$ cat src/dsi_pkg.sv
package dsi_pkg;

    // data identifiers, virtual channel 0
    localparam logic [7:0] PKT_VSS      = 8'h01;
    localparam logic [7:0] PKT_HSS      = 8'h21;
    localparam logic [7:0] PKT_BLANKING = 8'h19;
    localparam logic [7:0] PKT_PPS24    = 8'h3E;

    localparam logic [7:0] BLANK_BYTE = 8'h55; // blanking payload filler

    localparam int HDR_BYTES       = 4;
    localparam int CRC_BYTES       = 2;
    localparam int MAX_LANES       = 4;
    localparam int CNT_W           = 16;
    localparam int HDR_QUEUE_DEPTH = 4;

    typedef struct packed {
        logic [7:0]       data_id;
        logic [CNT_W-1:0] word_count;
    } pkt_hdr_t;

    typedef struct packed {
        logic [CNT_W-1:0] pixels_per_line;
        logic [CNT_W-1:0] hbp_bytes;        // blanking payload lengths in bytes
        logic [CNT_W-1:0] hfp_bytes;
        logic [CNT_W-1:0] line_blank_bytes;
        logic [CNT_W-1:0] vbp_lines;
        logic [CNT_W-1:0] active_lines;
        logic [CNT_W-1:0] vfp_lines;
    } timing_cfg_t;

    // byte 0 of data goes out first
    typedef struct packed {
        logic [31:0] data;
        logic [2:0]  byte_count; // 1 to 4
    } mux_word_t;

    typedef logic [MAX_LANES-1:0][7:0] lane_word_t;
    typedef logic [MAX_LANES-1:0]      lane_mask_t;

endpackage

$ cat src/dsi_packet_assembler.sv
`timescale 1ns/1ps

module dsi_packet_assembler (
    input  logic                 clk,
    input  logic                 rst_n,
    input  logic                 streaming_enable,
    input  logic [2:0]           lane_count,
    input  dsi_pkg::timing_cfg_t timing_cfg,
    input  logic [31:0]          pix_data,
    input  logic                 pix_empty,
    output logic                 pix_read,
    output dsi_pkg::lane_word_t  lane_data,
    output dsi_pkg::lane_mask_t  lane_write,
    input  dsi_pkg::lane_mask_t  lane_full
);
    import dsi_pkg::*;

    pkt_hdr_t  seq_hdr;   // sequencer to queue
    pkt_hdr_t  head_hdr;  // queue head to mux
    logic      hdr_write;
    logic      hdr_full;
    logic      hdr_empty;
    logic      hdr_read;
    mux_word_t mux_word;
    logic      word_full;
    logic      word_take;

    frame_sequencer seq_i (
        .clk              (clk),
        .rst_n            (rst_n),
        .streaming_enable (streaming_enable),
        .timing_cfg       (timing_cfg),
        .hdr_write        (hdr_write),
        .hdr              (seq_hdr),
        .hdr_full         (hdr_full)
    );

    hdr_queue queue_i (
        .clk   (clk),
        .rst_n (rst_n),
        .write (hdr_write),
        .wdata (seq_hdr),
        .read  (hdr_read),
        .rdata (head_hdr),
        .full  (hdr_full),
        .empty (hdr_empty)
    );

    packet_mux mux_i (
        .clk       (clk),
        .rst_n     (rst_n),
        .hdr       (head_hdr),
        .hdr_empty (hdr_empty),
        .hdr_read  (hdr_read),
        .pix_data  (pix_data),
        .pix_empty (pix_empty),
        .pix_read  (pix_read),
        .word      (mux_word),
        .word_full (word_full),
        .word_take (word_take)
    );

    lane_distributor dist_i (
        .clk        (clk),
        .rst_n      (rst_n),
        .lane_count (lane_count),
        .word       (mux_word),
        .word_full  (word_full),
        .word_take  (word_take),
        .lane_data  (lane_data),
        .lane_write (lane_write),
        .lane_full  (lane_full)
    );

endmodule

$ cat src/frame_sequencer.sv
`timescale 1ns/1ps

module frame_sequencer (
    input  logic                 clk,
    input  logic                 rst_n,
    input  logic                 streaming_enable,
    input  dsi_pkg::timing_cfg_t timing_cfg,
    output logic                 hdr_write,
    output dsi_pkg::pkt_hdr_t    hdr,
    input  logic                 hdr_full
);
    import dsi_pkg::*;

    typedef enum logic [3:0] {
        S_IDLE,
        S_VSS,
        S_VSS_BLANK,
        S_VBP_HSS,
        S_VBP_BLANK,
        S_ACT_HSS,
        S_ACT_HBP,
        S_ACT_PIX,
        S_ACT_HFP,
        S_VFP_HSS,
        S_VFP_BLANK
    } seq_state_t;

    seq_state_t       state;
    logic [CNT_W-1:0] lines_left; // reloaded at the start of each phase
    logic             hdr_valid;
    logic             advance;

    always_comb
    begin
        hdr_valid      = 1'b1;
        hdr.data_id    = PKT_BLANKING;
        hdr.word_count = '0;
        case (state)
            S_VSS:
                hdr.data_id = PKT_VSS;
            S_VSS_BLANK, S_VBP_BLANK, S_VFP_BLANK:
                hdr.word_count = timing_cfg.line_blank_bytes;
            S_VBP_HSS, S_ACT_HSS, S_VFP_HSS:
            begin
                hdr.data_id = PKT_HSS;
                hdr_valid   = (lines_left != '0); // zero means phase is over
            end
            S_ACT_HBP:
                hdr.word_count = timing_cfg.hbp_bytes;
            S_ACT_PIX:
            begin
                hdr.data_id    = PKT_PPS24;
                hdr.word_count = (timing_cfg.pixels_per_line << 1) + timing_cfg.pixels_per_line;
            end
            S_ACT_HFP:
                hdr.word_count = timing_cfg.hfp_bytes;
            default:
                hdr_valid = 1'b0;
        endcase
    end

    assign advance   = hdr_valid && !hdr_full;
    assign hdr_write = advance;

    always_ff @(posedge clk or negedge rst_n)
    begin
        if (!rst_n)
        begin
            state      <= S_IDLE;
            lines_left <= '0;
        end
        else
        begin
            case (state)
                S_IDLE:
                    if (streaming_enable)
                        state <= S_VSS;
                S_VSS:
                    if (advance)
                        state <= S_VSS_BLANK;
                S_VSS_BLANK:
                    if (advance)
                    begin
                        state      <= S_VBP_HSS;
                        lines_left <= timing_cfg.vbp_lines;
                    end
                S_VBP_HSS:
                    if (lines_left == '0)
                    begin
                        state      <= S_ACT_HSS;
                        lines_left <= timing_cfg.active_lines;
                    end
                    else if (advance)
                        state <= S_VBP_BLANK;
                S_ACT_HSS:
                    if (lines_left == '0)
                    begin
                        state      <= S_VFP_HSS;
                        lines_left <= timing_cfg.vfp_lines;
                    end
                    else if (advance)
                        state <= S_ACT_HBP;
                S_ACT_HBP:
                    if (advance)
                        state <= S_ACT_PIX;
                S_ACT_PIX:
                    if (advance)
                        state <= S_ACT_HFP;
                S_VFP_HSS:
                    if (lines_left == '0)
                        state <= streaming_enable ? S_VSS : S_IDLE; // frame done
                    else if (advance)
                        state <= S_VFP_BLANK;
                S_VBP_BLANK, S_ACT_HFP, S_VFP_BLANK:
                    if (advance)
                    begin
                        lines_left <= lines_left - 1'b1; // line finished
                        if (state == S_VBP_BLANK)
                            state <= S_VBP_HSS;
                        else if (state == S_ACT_HFP)
                            state <= S_ACT_HSS;
                        else
                            state <= S_VFP_HSS;
                    end
                default:
                    state <= S_IDLE;
            endcase
        end
    end

endmodule

$ cat src/hdr_queue.sv
`timescale 1ns/1ps

module hdr_queue #(
    parameter int DEPTH = dsi_pkg::HDR_QUEUE_DEPTH
) (
    input  logic              clk,
    input  logic              rst_n,
    input  logic              write,
    input  dsi_pkg::pkt_hdr_t wdata,
    input  logic              read,
    output dsi_pkg::pkt_hdr_t rdata,
    output logic              full,
    output logic              empty
);
    import dsi_pkg::*;

    localparam int PTR_W = (DEPTH > 1) ? $clog2(DEPTH) : 1;

    pkt_hdr_t         mem [DEPTH];
    logic [PTR_W-1:0] wr_ptr;
    logic [PTR_W-1:0] rd_ptr;
    logic [PTR_W:0]   used;   // entries held
    logic             do_write;
    logic             do_read;

    function automatic logic [PTR_W-1:0] ptr_inc(input logic [PTR_W-1:0] p);
        return (p == PTR_W'(DEPTH - 1)) ? '0 : p + 1'b1; // wraps for any depth
    endfunction

    assign do_write = write && !full;
    assign do_read  = read && !empty;
    assign full     = (used == (PTR_W+1)'(DEPTH));
    assign empty    = (used == '0);
    assign rdata    = mem[rd_ptr];

    always_ff @(posedge clk)
    begin
        if (do_write)
            mem[wr_ptr] <= wdata;
    end

    always_ff @(posedge clk or negedge rst_n)
    begin
        if (!rst_n)
        begin
            wr_ptr <= '0;
            rd_ptr <= '0;
            used   <= '0;
        end
        else
        begin
            if (do_write)
                wr_ptr <= ptr_inc(wr_ptr);
            if (do_read)
                rd_ptr <= ptr_inc(rd_ptr);
            used <= used + do_write - do_read;
        end
    end

endmodule

$ cat src/header_ecc.sv
`timescale 1ns/1ps

module header_ecc (
    input  logic [23:0] hdr_bits,
    output logic [7:0]  ecc
);

    // hamming parity, each mask selects the header bits covered by one ecc bit
    always_comb
    begin
        ecc[0] = ^(hdr_bits & 24'hF1_2CB7);
        ecc[1] = ^(hdr_bits & 24'hF2_555B);
        ecc[2] = ^(hdr_bits & 24'h74_9A6D);
        ecc[3] = ^(hdr_bits & 24'hB8_E38E);
        ecc[4] = ^(hdr_bits & 24'hDF_03F0);
        ecc[5] = ^(hdr_bits & 24'hEF_FC00);
        ecc[6] = 1'b0; // reserved
        ecc[7] = 1'b0;
    end

endmodule

$ cat src/lane_distributor.sv
`timescale 1ns/1ps

module lane_distributor (
    input  logic               clk,
    input  logic               rst_n,
    input  logic [2:0]         lane_count,
    input  dsi_pkg::mux_word_t word,
    input  logic               word_full,
    output logic               word_take,
    output dsi_pkg::lane_word_t lane_data,
    output dsi_pkg::lane_mask_t lane_write,
    input  dsi_pkg::lane_mask_t lane_full
);
    import dsi_pkg::*;

    logic [63:0] sreg;     // byte 0 is the next one out
    logic [3:0]  count;    // valid bytes in sreg, 0 to 8
    logic [2:0]  lanes;
    logic [2:0]  out_n;
    logic        out_fire;
    logic [3:0]  shift_n;
    logic [3:0]  rem;      // bytes left after this cycle's group
    logic [63:0] in_bytes;

    assign lanes = (lane_count == 3'd0) ? 3'd1 :
                   (lane_count > 3'(MAX_LANES)) ? 3'(MAX_LANES) : lane_count;

    assign out_n    = (count >= {1'b0, lanes}) ? lanes : count[2:0];
    // full group, or a short flush once nothing else is waiting
    assign out_fire = (lane_full == '0) && (count != 4'd0) &&
                      ((count >= {1'b0, lanes}) || !word_full);
    assign shift_n   = out_fire ? {1'b0, out_n} : 4'd0;
    assign rem       = count - shift_n;
    assign word_take = word_full && (rem <= 4'd4);

    // unused bytes of a short word stay zero
    always_comb
    begin
        in_bytes = '0;
        for (int i = 0; i < 4; i++)
            if (i < word.byte_count)
                in_bytes[8*i +: 8] = word.data[8*i +: 8];
    end

    assign lane_data  = sreg[31:0];
    assign lane_write = out_fire ? lane_mask_t'((5'd1 << out_n) - 5'd1) : '0;

    always_ff @(posedge clk or negedge rst_n)
    begin
        if (!rst_n)
        begin
            sreg  <= '0;
            count <= '0;
        end
        else
        begin
            sreg  <= (sreg >> {shift_n, 3'b000}) |
                     (word_take ? (in_bytes << {rem, 3'b000}) : 64'd0);
            count <= rem + (word_take ? {1'b0, word.byte_count} : 4'd0);
        end
    end

endmodule

$ cat src/packet_mux.sv
`timescale 1ns/1ps

module packet_mux (
    input  logic               clk,
    input  logic               rst_n,
    input  dsi_pkg::pkt_hdr_t  hdr,
    input  logic               hdr_empty,
    output logic               hdr_read,
    input  logic [31:0]        pix_data,
    input  logic               pix_empty,
    output logic               pix_read,
    output dsi_pkg::mux_word_t word,
    output logic               word_full,
    input  logic               word_take
);
    import dsi_pkg::*;

    typedef enum logic [2:0] {
        M_IDLE,
        M_HEADER,
        M_PIX,
        M_BLANK,
        M_CRC
    } mux_state_t;

    mux_state_t       state;
    pkt_hdr_t         cur_hdr;    // header being sent
    logic [CNT_W-1:0] bytes_left; // payload bytes still to load
    logic [2:0]       chunk;
    logic [7:0]       ecc;
    logic [15:0]      crc;
    logic             can_load;
    logic             load;
    logic             long_pkt;
    logic             crc_clear;
    logic             crc_update;
    mux_word_t        next_word;

    header_ecc ecc_i (
        .hdr_bits ({cur_hdr.word_count, cur_hdr.data_id}),
        .ecc      (ecc)
    );

    payload_crc crc_i (
        .clk        (clk),
        .rst_n      (rst_n),
        .clear      (crc_clear),
        .update     (crc_update),
        .data       (next_word.data),
        .byte_count (next_word.byte_count),
        .crc        (crc)
    );

    assign long_pkt = (cur_hdr.data_id == PKT_PPS24) || (cur_hdr.data_id == PKT_BLANKING);
    assign can_load = !word_full || word_take; // register frees up this cycle
    assign chunk    = (|bytes_left[CNT_W-1:2]) ? 3'd4 : bytes_left[2:0];
    assign hdr_read = (state == M_IDLE) && !hdr_empty;
    assign pix_read = (state == M_PIX) && can_load && !pix_empty;

    always_comb
    begin
        load                 = 1'b0;
        next_word.data       = {16'h0000, crc};
        next_word.byte_count = 3'(CRC_BYTES);
        case (state)
            M_HEADER:
            begin
                load                 = can_load;
                next_word.data       = {ecc, cur_hdr.word_count, cur_hdr.data_id};
                next_word.byte_count = 3'(HDR_BYTES);
            end
            M_PIX:
            begin
                load                 = pix_read;
                next_word.data       = pix_data;
                next_word.byte_count = chunk;
            end
            M_BLANK:
            begin
                load                 = can_load;
                next_word.data       = {4{BLANK_BYTE}};
                next_word.byte_count = chunk;
            end
            M_CRC:
                load = can_load; // crc low byte first
            default:
                load = 1'b0;
        endcase
    end

    assign crc_clear  = load && (state == M_HEADER);
    assign crc_update = load && ((state == M_PIX) || (state == M_BLANK));

    always_ff @(posedge clk)
    begin
        if (hdr_read)
            cur_hdr <= hdr;
        if (load)
            word <= next_word;
    end

    always_ff @(posedge clk or negedge rst_n)
    begin
        if (!rst_n)
        begin
            state      <= M_IDLE;
            bytes_left <= '0;
            word_full  <= 1'b0;
        end
        else
        begin
            word_full <= load || (word_full && !word_take);
            case (state)
                M_IDLE:
                    if (hdr_read)
                        state <= M_HEADER;
                M_HEADER:
                    if (load)
                    begin
                        bytes_left <= cur_hdr.word_count;
                        if (!long_pkt)
                            state <= M_IDLE; // short packet, no payload or crc
                        else if (cur_hdr.word_count == '0)
                            state <= M_CRC;
                        else if (cur_hdr.data_id == PKT_PPS24)
                            state <= M_PIX;
                        else
                            state <= M_BLANK;
                    end
                M_PIX, M_BLANK:
                    if (load)
                    begin
                        bytes_left <= bytes_left - CNT_W'(chunk);
                        if (bytes_left <= CNT_W'(4))
                            state <= M_CRC;
                    end
                M_CRC:
                    if (load)
                        state <= M_IDLE;
                default:
                    state <= M_IDLE;
            endcase
        end
    end

endmodule

$ cat src/payload_crc.sv
`timescale 1ns/1ps

module payload_crc (
    input  logic        clk,
    input  logic        rst_n,
    input  logic        clear,
    input  logic        update,
    input  logic [31:0] data,
    input  logic [2:0]  byte_count,
    output logic [15:0] crc
);

    logic [15:0] next_crc;

    // one byte, lsb first, x^16 + x^12 + x^5 + 1 reflected
    function automatic logic [15:0] crc_byte(input logic [15:0] seed, input logic [7:0] b);
        logic [15:0] c;
        c = seed;
        for (int k = 0; k < 8; k++)
            c = (c >> 1) ^ ((c[0] ^ b[k]) ? 16'h8408 : 16'h0000);
        return c;
    endfunction

    always_comb
    begin
        next_crc = crc;
        for (int i = 0; i < 4; i++)
            if (i < byte_count)
                next_crc = crc_byte(next_crc, data[8*i +: 8]);
    end

    always_ff @(posedge clk or negedge rst_n)
    begin
        if (!rst_n)
            crc <= 16'hFFFF;
        else if (clear)
            crc <= 16'hFFFF; // seed for the next packet
        else if (update)
            crc <= next_crc;
    end

endmodule

$ cat config.mk
export PLATFORM = sky130hd
export DESIGN_NAME = dsi_packet_assembler
export DESIGN_NICKNAME = d
export VERILOG_FILES = /design/src/dsi_pkg.sv /design/src/dsi_packet_assembler.sv /design/src/frame_sequencer.sv /design/src/hdr_queue.sv /design/src/header_ecc.sv /design/src/lane_distributor.sv /design/src/packet_mux.sv /design/src/payload_crc.sv
export SDC_FILE = /design/constraint.sdc
export NUM_CORES = 1
export LEC_CHECK = 0
export BUFFER_PORTS_ARGS = -buffer_cell sky130_fd_sc_hd__buf_2
export CORE_ASPECT_RATIO = 1.5
export CORE_UTILIZATION = 55
export DETAILED_ROUTE_END_ITERATION = 8
export GPL_TIMING_DRIVEN = 0
export PLACE_DENSITY = 0.8
export SLEW_MARGIN = 25
export SYNTH_ARGS = -nofsm -noshare
export SYNTH_HDL_FRONTEND = slang
export SYNTH_SLANG_ARGS = --single-unit
$ cat constraint.sdc
create_clock -name clk -period 6.8 [get_ports clk]
set_input_delay 1.36 -clock clk [delete_from_list [all_inputs] [get_ports clk]]
set_output_delay 1.36 -clock clk [all_outputs]
set_load 0.01 [all_outputs]
Yosys cells after proc, flatten, opt, wreduce, memory -nomap -nowiden. Memory sizes are Yosys's and may differ from the RTL's. A register that Yosys moved wholly into a read port is not among the register bits. Index checks and enable logic that the tools add are counted.

Bits in registers: 174. Bits in latches: 0. Bits in writable memories: 88. Bits in read-only memories: 0. Bits of input ports: 155. Logic and storage cells: 283. Memories: 1.

Add/sub/neg operators: 10. Multipliers: 0. Divide/modulo/power cells: 0. Order comparisons: 12. Eq/ne operators: 35. Shift-type cells: 3. Multiplexer cells: 92. Bitwise logic cells: 65. Reduce and logical (&&, ||, !) cells: 51.

Memories: queue_i.mem (words 4, bits a word 22, read ports 1, clocked after Yosys merged registers in 1, wr ports 1, RTL line hdr_queue.sv:19) `pkt_hdr_t mem [DEPTH];`.

Operator list (number): $mux 16 (44); $xor 15x16->16 (32); $reduce_xor 24->1 (6); $pmux 16 s4 (2); $pmux 35 s3 (1); $mux 64 (1); $or 64x64->64 (1); $shl 32x7->64 (1); $shr 64x7->64 (1); $mux 4 (15); $mux 3 (13); $pmux 4 s9 (1); $logic_not 16->1 (2); $mux 8 (4); $pmux 16 s2 (1); $xor 1x1->1 (32); $ne 2x1->1 const B (11); $pmux 6 s3 (1); $add 16x16->16 (1); $eq 4x3->1 const B (4); $le 16x3->1 const B (1); $reduce_bool 16->1 (1); $sub 16x1->16 const B (1); $sub 16x3->16 (1); other kinds (41) (90).

Longest topological paths before layout. Gate-level depths: netlist of run 1.

Word-level depth: 105. Gate-level depth with buffers: 27. Gate-level depth less buffers: 24.

Cells and area by module. A second synthesis of run 1 with hierarchy kept.

Cells, all modules: 2003. Area total of the unflattened synthesis: 20298.2 µm².

By module, submodules not included: lane_distributor (times used 1, cells an instance 722, area each 6025.8 µm², sequential area each 1701.6 µm²); hdr_queue (times used 1, cells an instance 168, area each 4001.3 µm², sequential area each 3057.9 µm²); packet_mux (times used 1, cells an instance 349, area each 3773.6 µm², sequential area each 2272.2 µm²); payload_crc (times used 1, cells an instance 339, area each 3096.7 µm², sequential area each 420.4 µm²); frame_sequencer (times used 1, cells an instance 383, area each 2844.0 µm², sequential area each 500.5 µm²); header_ecc (times used 1, cells an instance 42, area each 556.8 µm², sequential area each 0.0 µm²).

Worst setup path before layout of run 1. Ideal clock, no wire load.

Path kind: input to register. Start point: input port lane_count[0]. End point: register mux_i.bytes_left[6]. Library setup time: 141 ps. Arrival: 7586 ps. Setup slack: -927 ps. Cell stages on the path: 23. Path buffers: 4. Path through: inv_1 -> a21oi_1 -> ha_1 -> nand2b_1 -> a21o_1 -> a211oi_1 -> clkbuf_1 -> mux2i_1 -> nor2_1 -> buf_1 -> clkbuf_1 -> ha_1 -> fa_1 -> inv_2 -> o21ai_0 -> nand2_1 -> inv_1 -> nor2_1 -> nor2_1 -> nand2_1 -> clkbuf_1 -> a21oi_1 -> o32ai_1.

Word-level cells in the longest chain between the ends: 16.

RTL lines: start, declared (RTL line dsi_packet_assembler.sv:7) `input logic [2:0] lane_count,`; $gt 3x3->1 (RTL line lane_distributor.sv:26) `(lane_count > 3'(MAX_LANES)) ? 3'(MAX_LANES) : lane_count;`; $mux 3 (RTL line lane_distributor.sv:26); $mux 3 * (RTL line lane_distributor.sv:25) `assign lanes = (lane_count == 3'd0) ? 3'd1 :`; $ge 4x3->1 (RTL line lane_distributor.sv:28, lane_distributor.sv:31); $logic_or 1x1->1 (RTL line lane_distributor.sv:31) `((count >= {1'b0, lanes}) || !word_full);`; $logic_and 1x1->1 (RTL line lane_distributor.sv:30) `assign out_fire = (lane_full == '0) && (count != 4'd0) &&`; $mux 3 * (RTL line lane_distributor.sv:32) `assign shift_n = out_fire ? {1'b0, out_n} : 4'd0;`; $sub 4x4->4 * (RTL line lane_distributor.sv:33) `assign rem = count - shift_n;`; $le 4x3->1 * (RTL line lane_distributor.sv:34) `assign word_take = word_full && (rem <= 4'd4);`; $logic_and 1x1->1 * (RTL line lane_distributor.sv:34); $logic_or 1x1->1 * (RTL line packet_mux.sv:55) `assign can_load = !word_full || word_take;`; $logic_and 1x1->1 (2 in a row) (RTL line packet_mux.sv:58) `assign pix_read = (state == M_PIX) && can_load && !pix_empty;`; $pmux 1 s2 * (RTL line packet_mux.sv:65) `case (state)`; via mux_i.load (RTL line packet_mux.sv:33) `logic load;`; $ne 2x1->1 (no source line); $reduce_and 3->1 (no source line) *; end signal, assigned (RTL line packet_mux.sv:120) `bytes_left <= cur_hdr.word_count;`; end signal, assigned (RTL line packet_mux.sv:133) `bytes_left <= bytes_left - CNT_W'(chunk);`; end, declared (RTL line packet_mux.sv:28) `logic [CNT_W-1:0] bytes_left;`.

Mark *: on every way through the listed nets, which the timed path passes. The rest lies on a longest branch. A chain may end at the register's enable or synchronous reset.

Worst setup path after layout of run 1.
Start point: input port lane_count[0]. End point: output port pix_read.

Word-level cells in the longest chain between the ends: 13.

RTL lines: $gt 3x3->1 (RTL line lane_distributor.sv:26); $mux 3 (RTL line lane_distributor.sv:26); $mux 3 * (RTL line lane_distributor.sv:25); $ge 4x3->1 (RTL line lane_distributor.sv:28, lane_distributor.sv:31); $logic_or 1x1->1 (RTL line lane_distributor.sv:31); $logic_and 1x1->1 (RTL line lane_distributor.sv:30); $mux 3 * (RTL line lane_distributor.sv:32); $sub 4x4->4 * (RTL line lane_distributor.sv:33); $le 4x3->1 * (RTL line lane_distributor.sv:34); $logic_and 1x1->1 * (RTL line lane_distributor.sv:34); $logic_or 1x1->1 * (RTL line packet_mux.sv:55); $logic_and 1x1->1 * (2 in a row) (RTL line packet_mux.sv:58); end, declared (RTL line dsi_packet_assembler.sv:11) `output logic pix_read,`.

Every way passes the cells marked *; elsewhere a longest branch is shown, timed or not.

==> results of run 1 <==
per-stage QoR:
stage | cells | util | area (um2) | hold WS, ps | setup WS, ps
detailed placement | 2522 | 0.607 | 19700 | 489 | -1410
CTS | 2572 | 0.638 | 20700 | 504 | 4.66
floorplan | 1914 | - | 18200 | 459 | -155
global placement | 2520 | 0.604 | 19600 | 471 | -2370
global route | 2573 | 0.639 | 20800 | 523 | 33.0
finish | 2577 | 0.640 | 20800 | 506 | 236
state kept, by name, indices dropped and copies added (netlist names), 16 cells and up:
name              flops
queue_i.mem          80
mux_i.word           35
seq_i.lines_left     16
mux_i.bytes_left     16
mux_i.crc_i.crc      16
mux_i.cur_hdr        20
dist_i.sreg          64
cell type report:
class | count | area, um2 | area share
inverters | 81 | 312 | 0.0150
clock inverters | 15 | 231 | 0.0111
repair buffers | 200 | 1080 | 0.0518
diodes | 4 | 10.0 | 0.000481
plain buffers | 147 | 706 | 0.0339
multi-input cells | 1414 | 9870 | 0.474
well taps | 415 | 519 | 0.0249
flip-flops and latches | 266 | 7350 | 0.353
clock buffers | 35 | 736 | 0.0353
synth_stat cells (all sizes together) (16+ instances only):
library cell  number
xnor2             89
inv               78
nand2            202
o22ai             47
edfxtp           135
xor2              31
clkbuf           101
a222oi            28
dfstp             16
nor4              16
ha                47
o21ai            147
o221ai            20
buf               52
nand3             66
a22oi             45
dfrtp            115
mux4              20
nor2             154
nor3              34
a21oi            107
mux2i             91
o211ai            20
logic make-up after synthesis:
kind of cell,Yosys count,share of synthesized area
AO/OA/AOI/OAI,551,0.204
adder cells (fa/ha/maj),51,0.0368
other,1,0.000206
AND/OR/NAND/NOR,563,0.142
flip-flops,266,0.405
XOR/XNOR,134,0.0793
buffers and inverters,234,0.0558
multiplexers,114,0.0768
path summary, 6_finish.rpt:
| path | cells after the start | end | from |
|---|---|---|---|
| max in group asynchronous | 2 | mux_i.crc_i.crc[3] | rst_n |
| worst max register to register | 17 | mux_i.crc_i.crc[12] | mux_i.state[0] |
| worst min-delay path | 1 | mux_i.bytes_left[15] | mux_i.bytes_left[15] |
| worst min register to register | 1 | mux_i.bytes_left[15] | mux_i.bytes_left[15] |
| worst max-delay path | 21 | pix_read | lane_count[0] |
| min in group asynchronous | 1 | dist_i.sreg[26] | rst_n |
metal layers:
| metal | wire length [um] | part of all wire |
|---|---|---|
| met5 | 34 | 0.00052 |
| met4 | 6730 | 0.10 |
| met3 | 5390 | 0.083 |
| met2 | 32500 | 0.50 |
| met1 | 20600 | 0.32 |
timing repair:
| action | CTS | global route |
|---|---|---|
| hold endpoints to repair | 0 | 0 |
| gates resized for setup | 12 | 9 |
| pin swaps | 2 | 0 |
| setup buffers | 4 | 2 |
| hold buffers | 0 | 0 |
| endpoints found under the setup margin | 44 | 13 |
==> flow_metrics.tcl, run 1 <==
set metrics [dict create \
    start_util 0.558 \
    hold_viol 0 \
    drc_errors 0 \
    drtAntennaViolNets 0 \
    drtPass1Iterations 7 \
    die_w_um 150 \
    worstSetupPathType "input port to primary output" \
    drt_iter0_drc 1552 \
    cp_num_buf_inv 8 \
    path_clk_slew_ps 70 \
    dieArea_mm2 0.0338 \
    min_period_over_period 0.965 \
    critPathCaptureType "primary output" \
    grt_pass1_wl_um 98400 \
    cp_top_family "buffers and inverters" \
    min_path_type "flop to flop" \
    core_mm2 0.0325 \
    port_buffers 191 \
    rsz0062_at_grt "false" \
    dp_hpwl_um 49400 \
    netlist_top_cells_area "edfxtp_1, dfrtp_1, mux2i_1" \
    layout.nets 2343 \
    grt_pass1_vias 16800 \
    ys_types 87 \
    cts-root-buf "clkbuf_16" \
    setup_viol 0 \
    crit_path_top_delay_cell "fa_2" \
    final_common_cell "nand2_1" \
    ys_seq_area_frac 0.405 \
    worst_slew_margin_rel 0.165 \
    crit_chain "buf_2 > inv_1 > a21oi_2 > ha_1 > nand2b_1 > a21o_1 > a211oi_1 > clkbuf_4 > buf_4 > nor2_1 > a21oi_1 > or2_4 > clkinvlp_4 > fa_2 > inv_4 > o21ai_0 > nand2_1 > inv_1 > nor2_4 > nor3_2 > buf_2" \
    required_ps 5440 \
    cap_violations 0 \
    yosysTopAreaCell "edfxtp_1" \
    die_y_um 225 \
    ys_seq_elements 266 \
    grt.busiest_layer "met2" \
    r2r_slack_ps 850 \
    finClkSkew_ps 11.8 \
    cts_max_level 1 \
    syn_area_mm2 0.0182 \
    cts.path.max_buffers 3 \
    overflow 0 \
    rows 81 \
    grt_util_met3 0.0864 \
    worst_pin_slew_ps 1250 \
    wl_um 65200 \
    drive_gt1_frac 0.175 \
    start_kind "input port" \
    synth_ff_type "edfxtp_1" \
    syn_nets 2120 \
    synth-async-reset-ratio 0.492 \
    met1_usage 0.397 \
    clk_latency_ps 560 \
    fin_crit_ps 6560 \
    grt_use_total 0.398 \
    most-common-layout-cells "nand2_1, buf_2, nor2_1, o21ai_0, edfxtp_1" \
    synthCells 1914 \
    max_clock_freq_mhz 152 \
    antenna_found_initial 6 \
    cts_buffers 27 \
    avgSynthCellArea_um2 9.49 \
    grt_max_degree 69 \
    slew_violations 0 \
    synth_top_area_frac 0.223 \
    routedWlPerCell_um 25.3 \
    worstPathMaxFanout 10 \
    cts_sinks 266 \
    place.gp.congestion 1.05 \
    top_level_ports 192 \
    cp_slowest_stage_delay_ps 680 \
    yosysWarnings 0 \
    cts_tree "yes" \
    num-fill-cells 2719 \
    syn2layout_area_growth_pct 14.6 \
    arrival_ps 5200 \
    synth_edf_count 135 \
    grt_use_met2 0.682 \
    viasPerCell 6.56 \
    status "finished clean" \
    route.vias.total 16900 \
    finalSetupTns_ps 0 \
]
Power of run 1 is not shown: default switching activity piles up to over one toggle a cycle in this logic, so the estimate is an artifact.
==> run 2: changes to the inputs <==
--- a/config.mk
+++ b/config.mk
@@ -6,12 +6,13 @@
 export NUM_CORES = 1
 export LEC_CHECK = 0
 export BUFFER_PORTS_ARGS = -buffer_cell sky130_fd_sc_hd__buf_2
+export CELL_PAD_IN_SITES_DETAIL_PLACEMENT = 0
+export CELL_PAD_IN_SITES_GLOBAL_PLACEMENT = 1
 export CORE_ASPECT_RATIO = 1.5
-export CORE_UTILIZATION = 55
+export CORE_UTILIZATION = 42
 export DETAILED_ROUTE_END_ITERATION = 8
 export GPL_TIMING_DRIVEN = 0
-export PLACE_DENSITY = 0.8
-export SLEW_MARGIN = 25
+export PLACE_DENSITY = 0.79
 export SYNTH_ARGS = -nofsm -noshare
 export SYNTH_HDL_FRONTEND = slang
 export SYNTH_SLANG_ARGS = --single-unit
==> run 2 against run 1 <==
The run now ends with DRC left. Largest cell class unchanged. Critical path type unchanged. Cell count is 5.9% higher. Utilization down 15 points. Non-clock buffer count decreased by 1. Hold slack worse by 1.5 ps.
==> flow_metrics.tcl, run 2 (synthesis gave the netlist of run 1 again) <==
set metrics [dict create \
    reg_top3 "queue_i.mem (80), dist_i.sreg (64), mux_i.word (35)" \
    required_ps 5440 \
    worstPathMaxFanout 13 \
    worst_hold_slack_ps 504 \
    worst_slew_margin_rel 0.184 \
    drtPass1Iterations 8 \
    wl_met2_um 34400 \
    antenna_found_initial 6 \
    ctsHoldBuffers 0 \
    die_y_um 257 \
    min_path_type "flop to flop" \
    dr_wl_met3_um 3440 \
    largest_reg_flops 80 \
    final_common_cell "nand2_1" \
    min_path_cells 1 \
    status "finished, violations left" \
    worstSetupPathType "input port to primary output" \
    route.vias.total 16300 \
    port_buffers 191 \
    path_clk_slew_ps 60 \
    r2r_cells 15 \
    cts.path.max_buffers 3 \
    setup_viol 0 \
    cts_sinks 266 \
    hold_viol 0 \
    fin_crit_ps 6520 \
    regMostFlops "queue_i.mem" \
    drc_errors 4 \
    arrival_ps 5160 \
    grt_pass1_wl_um 97200 \
    grt_pass1_vias 16500 \
    core_mm2 0.0428 \
    top_layer "met5" \
    min_period_over_period 0.959 \
    r2r_slack_ps 620 \
    clk_latency_ps 590 \
    rows 93 \
    place.gp.congestion 0.989 \
    drt_iter0_drc 1255 \
    wl_um 64800 \
    cap_violations 0 \
    slew_violations 0 \
    dp_hpwl_um 51600 \
    dieArea_mm2 0.0441 \
    layout.nets 2343 \
    drtAntennaViolNets 0 \
    met1_length_um 21500 \
    cts_buffers 28 \
    top_level_ports 192 \
    grt_use_total 0.298 \
    cts_tree "yes" \
    seq_area_mm2 0.00735 \
    drive_gt1_frac 0.172 \
    start_kind "input port" \
    holdPathEnd "seq_i.lines_left[8]" \
    critPathCaptureType "primary output" \
    cts-root-buf "clkbuf_16" \
    rr_endpoint "mux_i.crc_i.crc[8]" \
    routedWlPerCell_um 23.7 \
    viasPerCell 5.97 \
    start_util 0.424 \
    syn2layout_area_growth_pct 15.4 \
    failed_checks "DRC" \
    overflow 0 \
    most-common-layout-cells "nand2_1, buf_2, nor2_1, o21ai_0, edfxtp_1" \
    die_w_um 172 \
    finClkSkew_ps 28.6 \
    rsz0062_at_grt "false" \
    grt_max_degree 74 \
    max_clock_freq_mhz 153 \
    num-fill-cells 4101 \
    cts_max_level 1 \
    rr_startpoint "mux_i.bytes_left[2]" \
    worst_pin_slew_ps 1220 \
    multiInputGateArea_mm2 0.00985 \
    min_from "seq_i.lines_left[8]" \
]
## run 2: worst max-delay path by stage
stage	slack, ps	cells after the start	from	endpoint
4_1_cts	9	19	lane_count[1]	pix_read
3_5_place_dp	-1790	22	lane_count[1]	pix_read
6_report	280	18	lane_count[1]	pix_read
3_3_place_gp	-2470	26	lane_count[0]	mux_i.bytes_left[6]
2_1_floorplan	-160	25	lane_count[0]	mux_i.bytes_left[6]
5_1_grt	40	23	lane_count[0]	pix_read
## run 2: worst max-delay path: stages
cell      delay (ps)
buf_2            120
a21oi_2          190
ha_1             250
nand2b_1         140
a21o_1           170
a211oi_1         300
clkbuf_4         230
a21oi_1           70
or2_4            320
inv_1            440
fa_2             580
inv_4            190
o21ai_0          110
nand2_1           90
inv_1             80
nor2_4           250
nor3_4            80
buf_2            150
## run 2: cell type report
| type | count | area share |
|---|---|---|
| multi-input cells | 1414 | 0.470 |
| flip-flops and latches | 266 | 0.351 |
| repair buffers | 198 | 0.0502 |
| clock buffers | 32 | 0.0346 |
| well taps | 570 | 0.0340 |
| plain buffers | 148 | 0.0338 |
| inverters | 81 | 0.0147 |
| clock inverters | 19 | 0.0118 |
| diodes | 1 | 0.000119 |
## run 2: timing repair
item / 4_1_cts / 5_1_grt
resized for setup: 18 / 6
pin swaps: 2 / 0
setup endpoints to repair: 65 / 2
setup buffers: 4 / 0
## run 2: through the flow
| stage | setup TNS, ps | cell area [um2] | cells | util | setup slack (ps) |
|---|---|---|---|---|---|
| global placement | -132130 | 19800 | 2675 | 0.463 | -2470 |
| floorplan | -750 | 18200 | 1914 | - | -155 |
| global route | 0 | 21000 | 2728 | 0.490 | 39.7 |
| detailed placement | -98050 | 19900 | 2678 | 0.465 | -1790 |
| CTS | 0 | 21000 | 2730 | 0.490 | 9.12 |
| finish | 0 | 21000 | 2729 | 0.490 | 281 |
## run 2: layer usage
layer  vias up  global-route usage
li1       7556                   -
met4        12               0.227
met5         -                   0
met1      7751               0.294
met2       711               0.552
met3       255              0.0409
Power of run 2 is left out for the same reason.
==> run 3: changes to the inputs <==
--- a/config.mk
+++ b/config.mk
@@ -9,7 +9,9 @@
 export CELL_PAD_IN_SITES_DETAIL_PLACEMENT = 0
 export CELL_PAD_IN_SITES_GLOBAL_PLACEMENT = 1
 export CORE_ASPECT_RATIO = 1.5
+export CORE_MARGIN = 2
 export CORE_UTILIZATION = 42
+export CTS_CLUSTER_DIAMETER = 120
 export DETAILED_ROUTE_END_ITERATION = 8
 export GPL_TIMING_DRIVEN = 0
 export PLACE_DENSITY = 0.79
==> run 3 against run 2 <==
The flow now finishes without violations. Sequential share of layout area about the same. Routed wire length down 0.33%. Cell count about the same. Setup slack worse by 130 ps. Hold slack worse by 9.5 ps. Clock skew down 2.3 ps. Highest routed layer unchanged.
==> flow_metrics.tcl, run 3 (synthesis gave the netlist of run 1 again) <==
set metrics [dict create \
    status "finished clean" \
    antenna_found_initial 3 \
    required_ps 5440 \
    place.gp.congestion 0.970 \
    wl_um 64600 \
    min_path_type "flop to flop" \
    arrival_ps 5290 \
    path_clk_slew_ps 70 \
    design_area_mm2 0.0210 \
    final_common_cell "nand2_1" \
    grt_max_degree 78 \
    slew_violations 0 \
    min_period_over_period 0.978 \
    cap_violations 0 \
    die_w_um 174 \
    grt_pass1_vias 16300 \
    cts_sinks 266 \
    start_util 0.424 \
    most-common-layout-cells "nand2_1, buf_2, nor2_1, o21ai_0, edfxtp_1" \
    dieArea_mm2 0.0450 \
    finalSetupTns_ps 0 \
    routedWlPerCell_um 23.7 \
    finClkSkew_ps 26.4 \
    cts_buffers 28 \
    route.vias.total 16300 \
    crit_chain "buf_2 > a21oi_2 > ha_1 > nand2b_1 > a21o_1 > a211oi_1 > clkbuf_4 > buf_4 > a21oi_1 > or2_4 > inv_1 > fa_2 > inv_4 > o21ai_0 > nand2_1 > inv_1 > nor2_4 > nor3_4 > buf_2" \
    num-fill-cells 4215 \
    rsz0062_at_grt "false" \
    syn2layout_area_growth_pct 15.4 \
    critPathCaptureType "primary output" \
    drive_gt1_frac 0.172 \
    die_y_um 259 \
    drtAntennaViolNets 0 \
    drt_iter0_drc 1336 \
    grt_use_total 0.283 \
    port_buffers 191 \
    rows 93 \
    clk_latency_ps 590 \
    max_clock_freq_mhz 150 \
    hold_viol 0 \
    place_area_mm2 0.0199 \
    largest_reg_flops 80 \
    worst_hold_slack_ps 494 \
    fin_ws_ps 146 \
    worst_slew_margin_rel 0.183 \
    drc_errors 0 \
    cts.path.max_buffers 3 \
    overflow 0 \
    viasPerCell 5.96 \
    worstPathMaxFanout 13 \
    dp_hpwl_um 51900 \
    top_level_ports 192 \
    setup_viol 0 \
    dp_slack_ps -1700 \
    start_kind "input port" \
    fin_crit_ps 6650 \
    regMostFlops "queue_i.mem" \
    ctsHoldBuffers 0 \
    reg_top3 "queue_i.mem (80), dist_i.sreg (64), mux_i.word (35)" \
    worstSetupPathType "input port to primary output" \
    drtPass1Iterations 6 \
    cts-root-buf "clkbuf_16" \
    grt_pass1_wl_um 96100 \
    cts_max_level 1 \
    core_mm2 0.0428 \
    cp_slowest_stage_delay_ps 590 \
    layout.nets 2341 \
    worst_pin_slew_ps 1220 \
    cts_tree "yes" \
    crit_path_top_delay_cell "fa_2" \
]
[run 3: cell count changes in the layout (fill, tap and decap cells not counted), sizes merged]
cell    delta
clkinv     +1
inv        -2
buf        -1
clkbuf     +1
[run 3: critical path, delay by kind of cell]
kind / cells / cell delay [ps]
adder cells (fa/ha/maj): 2 / 840
buffers and inverters: 7 / 1380
AO/OA/AOI/OAI: 5 / 850
AND/OR/NAND/NOR: 5 / 830
[run 3: layer usage]
| layer | vias to the layer above | routed length (um) | global-route usage |
|---|---|---|---|
| met5 | - | 31 | 0 |
| met4 | 4 | 5450 | 0.213 |
| met3 | 242 | 3010 | 0.0317 |
| met2 | 701 | 34100 | 0.537 |
| met1 | 7766 | 22100 | 0.280 |
| li1 | 7548 | - | - |
[run 3: area by class of cell]
cell class	instances	area, um2	share of cell area
clock inverters	18	231	0.0110
repair buffers	196	1040	0.0496
inverters	81	308	0.0147
multi-input cells	1414	9850	0.470
well taps	570	713	0.0340
flip-flops and latches	266	7350	0.351
plain buffers	148	703	0.0335
clock buffers	34	763	0.0364
diodes	1	2.50	0.000119
[run 3: worst paths after layout]
check                      slack, ps                   end                  from  cells past startpoint
min                              490  mux_i.bytes_left[15]  mux_i.bytes_left[15]                      1
min in group asynchronous        740        dist_i.sreg[8]                 rst_n                      1
min reg2reg                      490  mux_i.bytes_left[15]  mux_i.bytes_left[15]                      1
max                              150              pix_read         lane_count[1]                     19
max reg2reg                      780   mux_i.crc_i.crc[12]        mux_i.state[0]                     17
max in group asynchronous       5210    mux_i.crc_i.crc[5]                 rst_n                      2
[run 3: timing repair]
item	in CTS	in global routing
setup endpoints to repair	65	3
pin swaps	2	0
gates resized for setup	18	4
setup buffers	3	0
[run 3: per-stage QoR]
step	utilization	cells
CTS	0.490	2729
global route	0.490	2727
floorplan	-	1914
finish	0.490	2728
detailed placement	0.465	2677
global placement	0.463	2675
Power of run 3 is left out for the same reason.
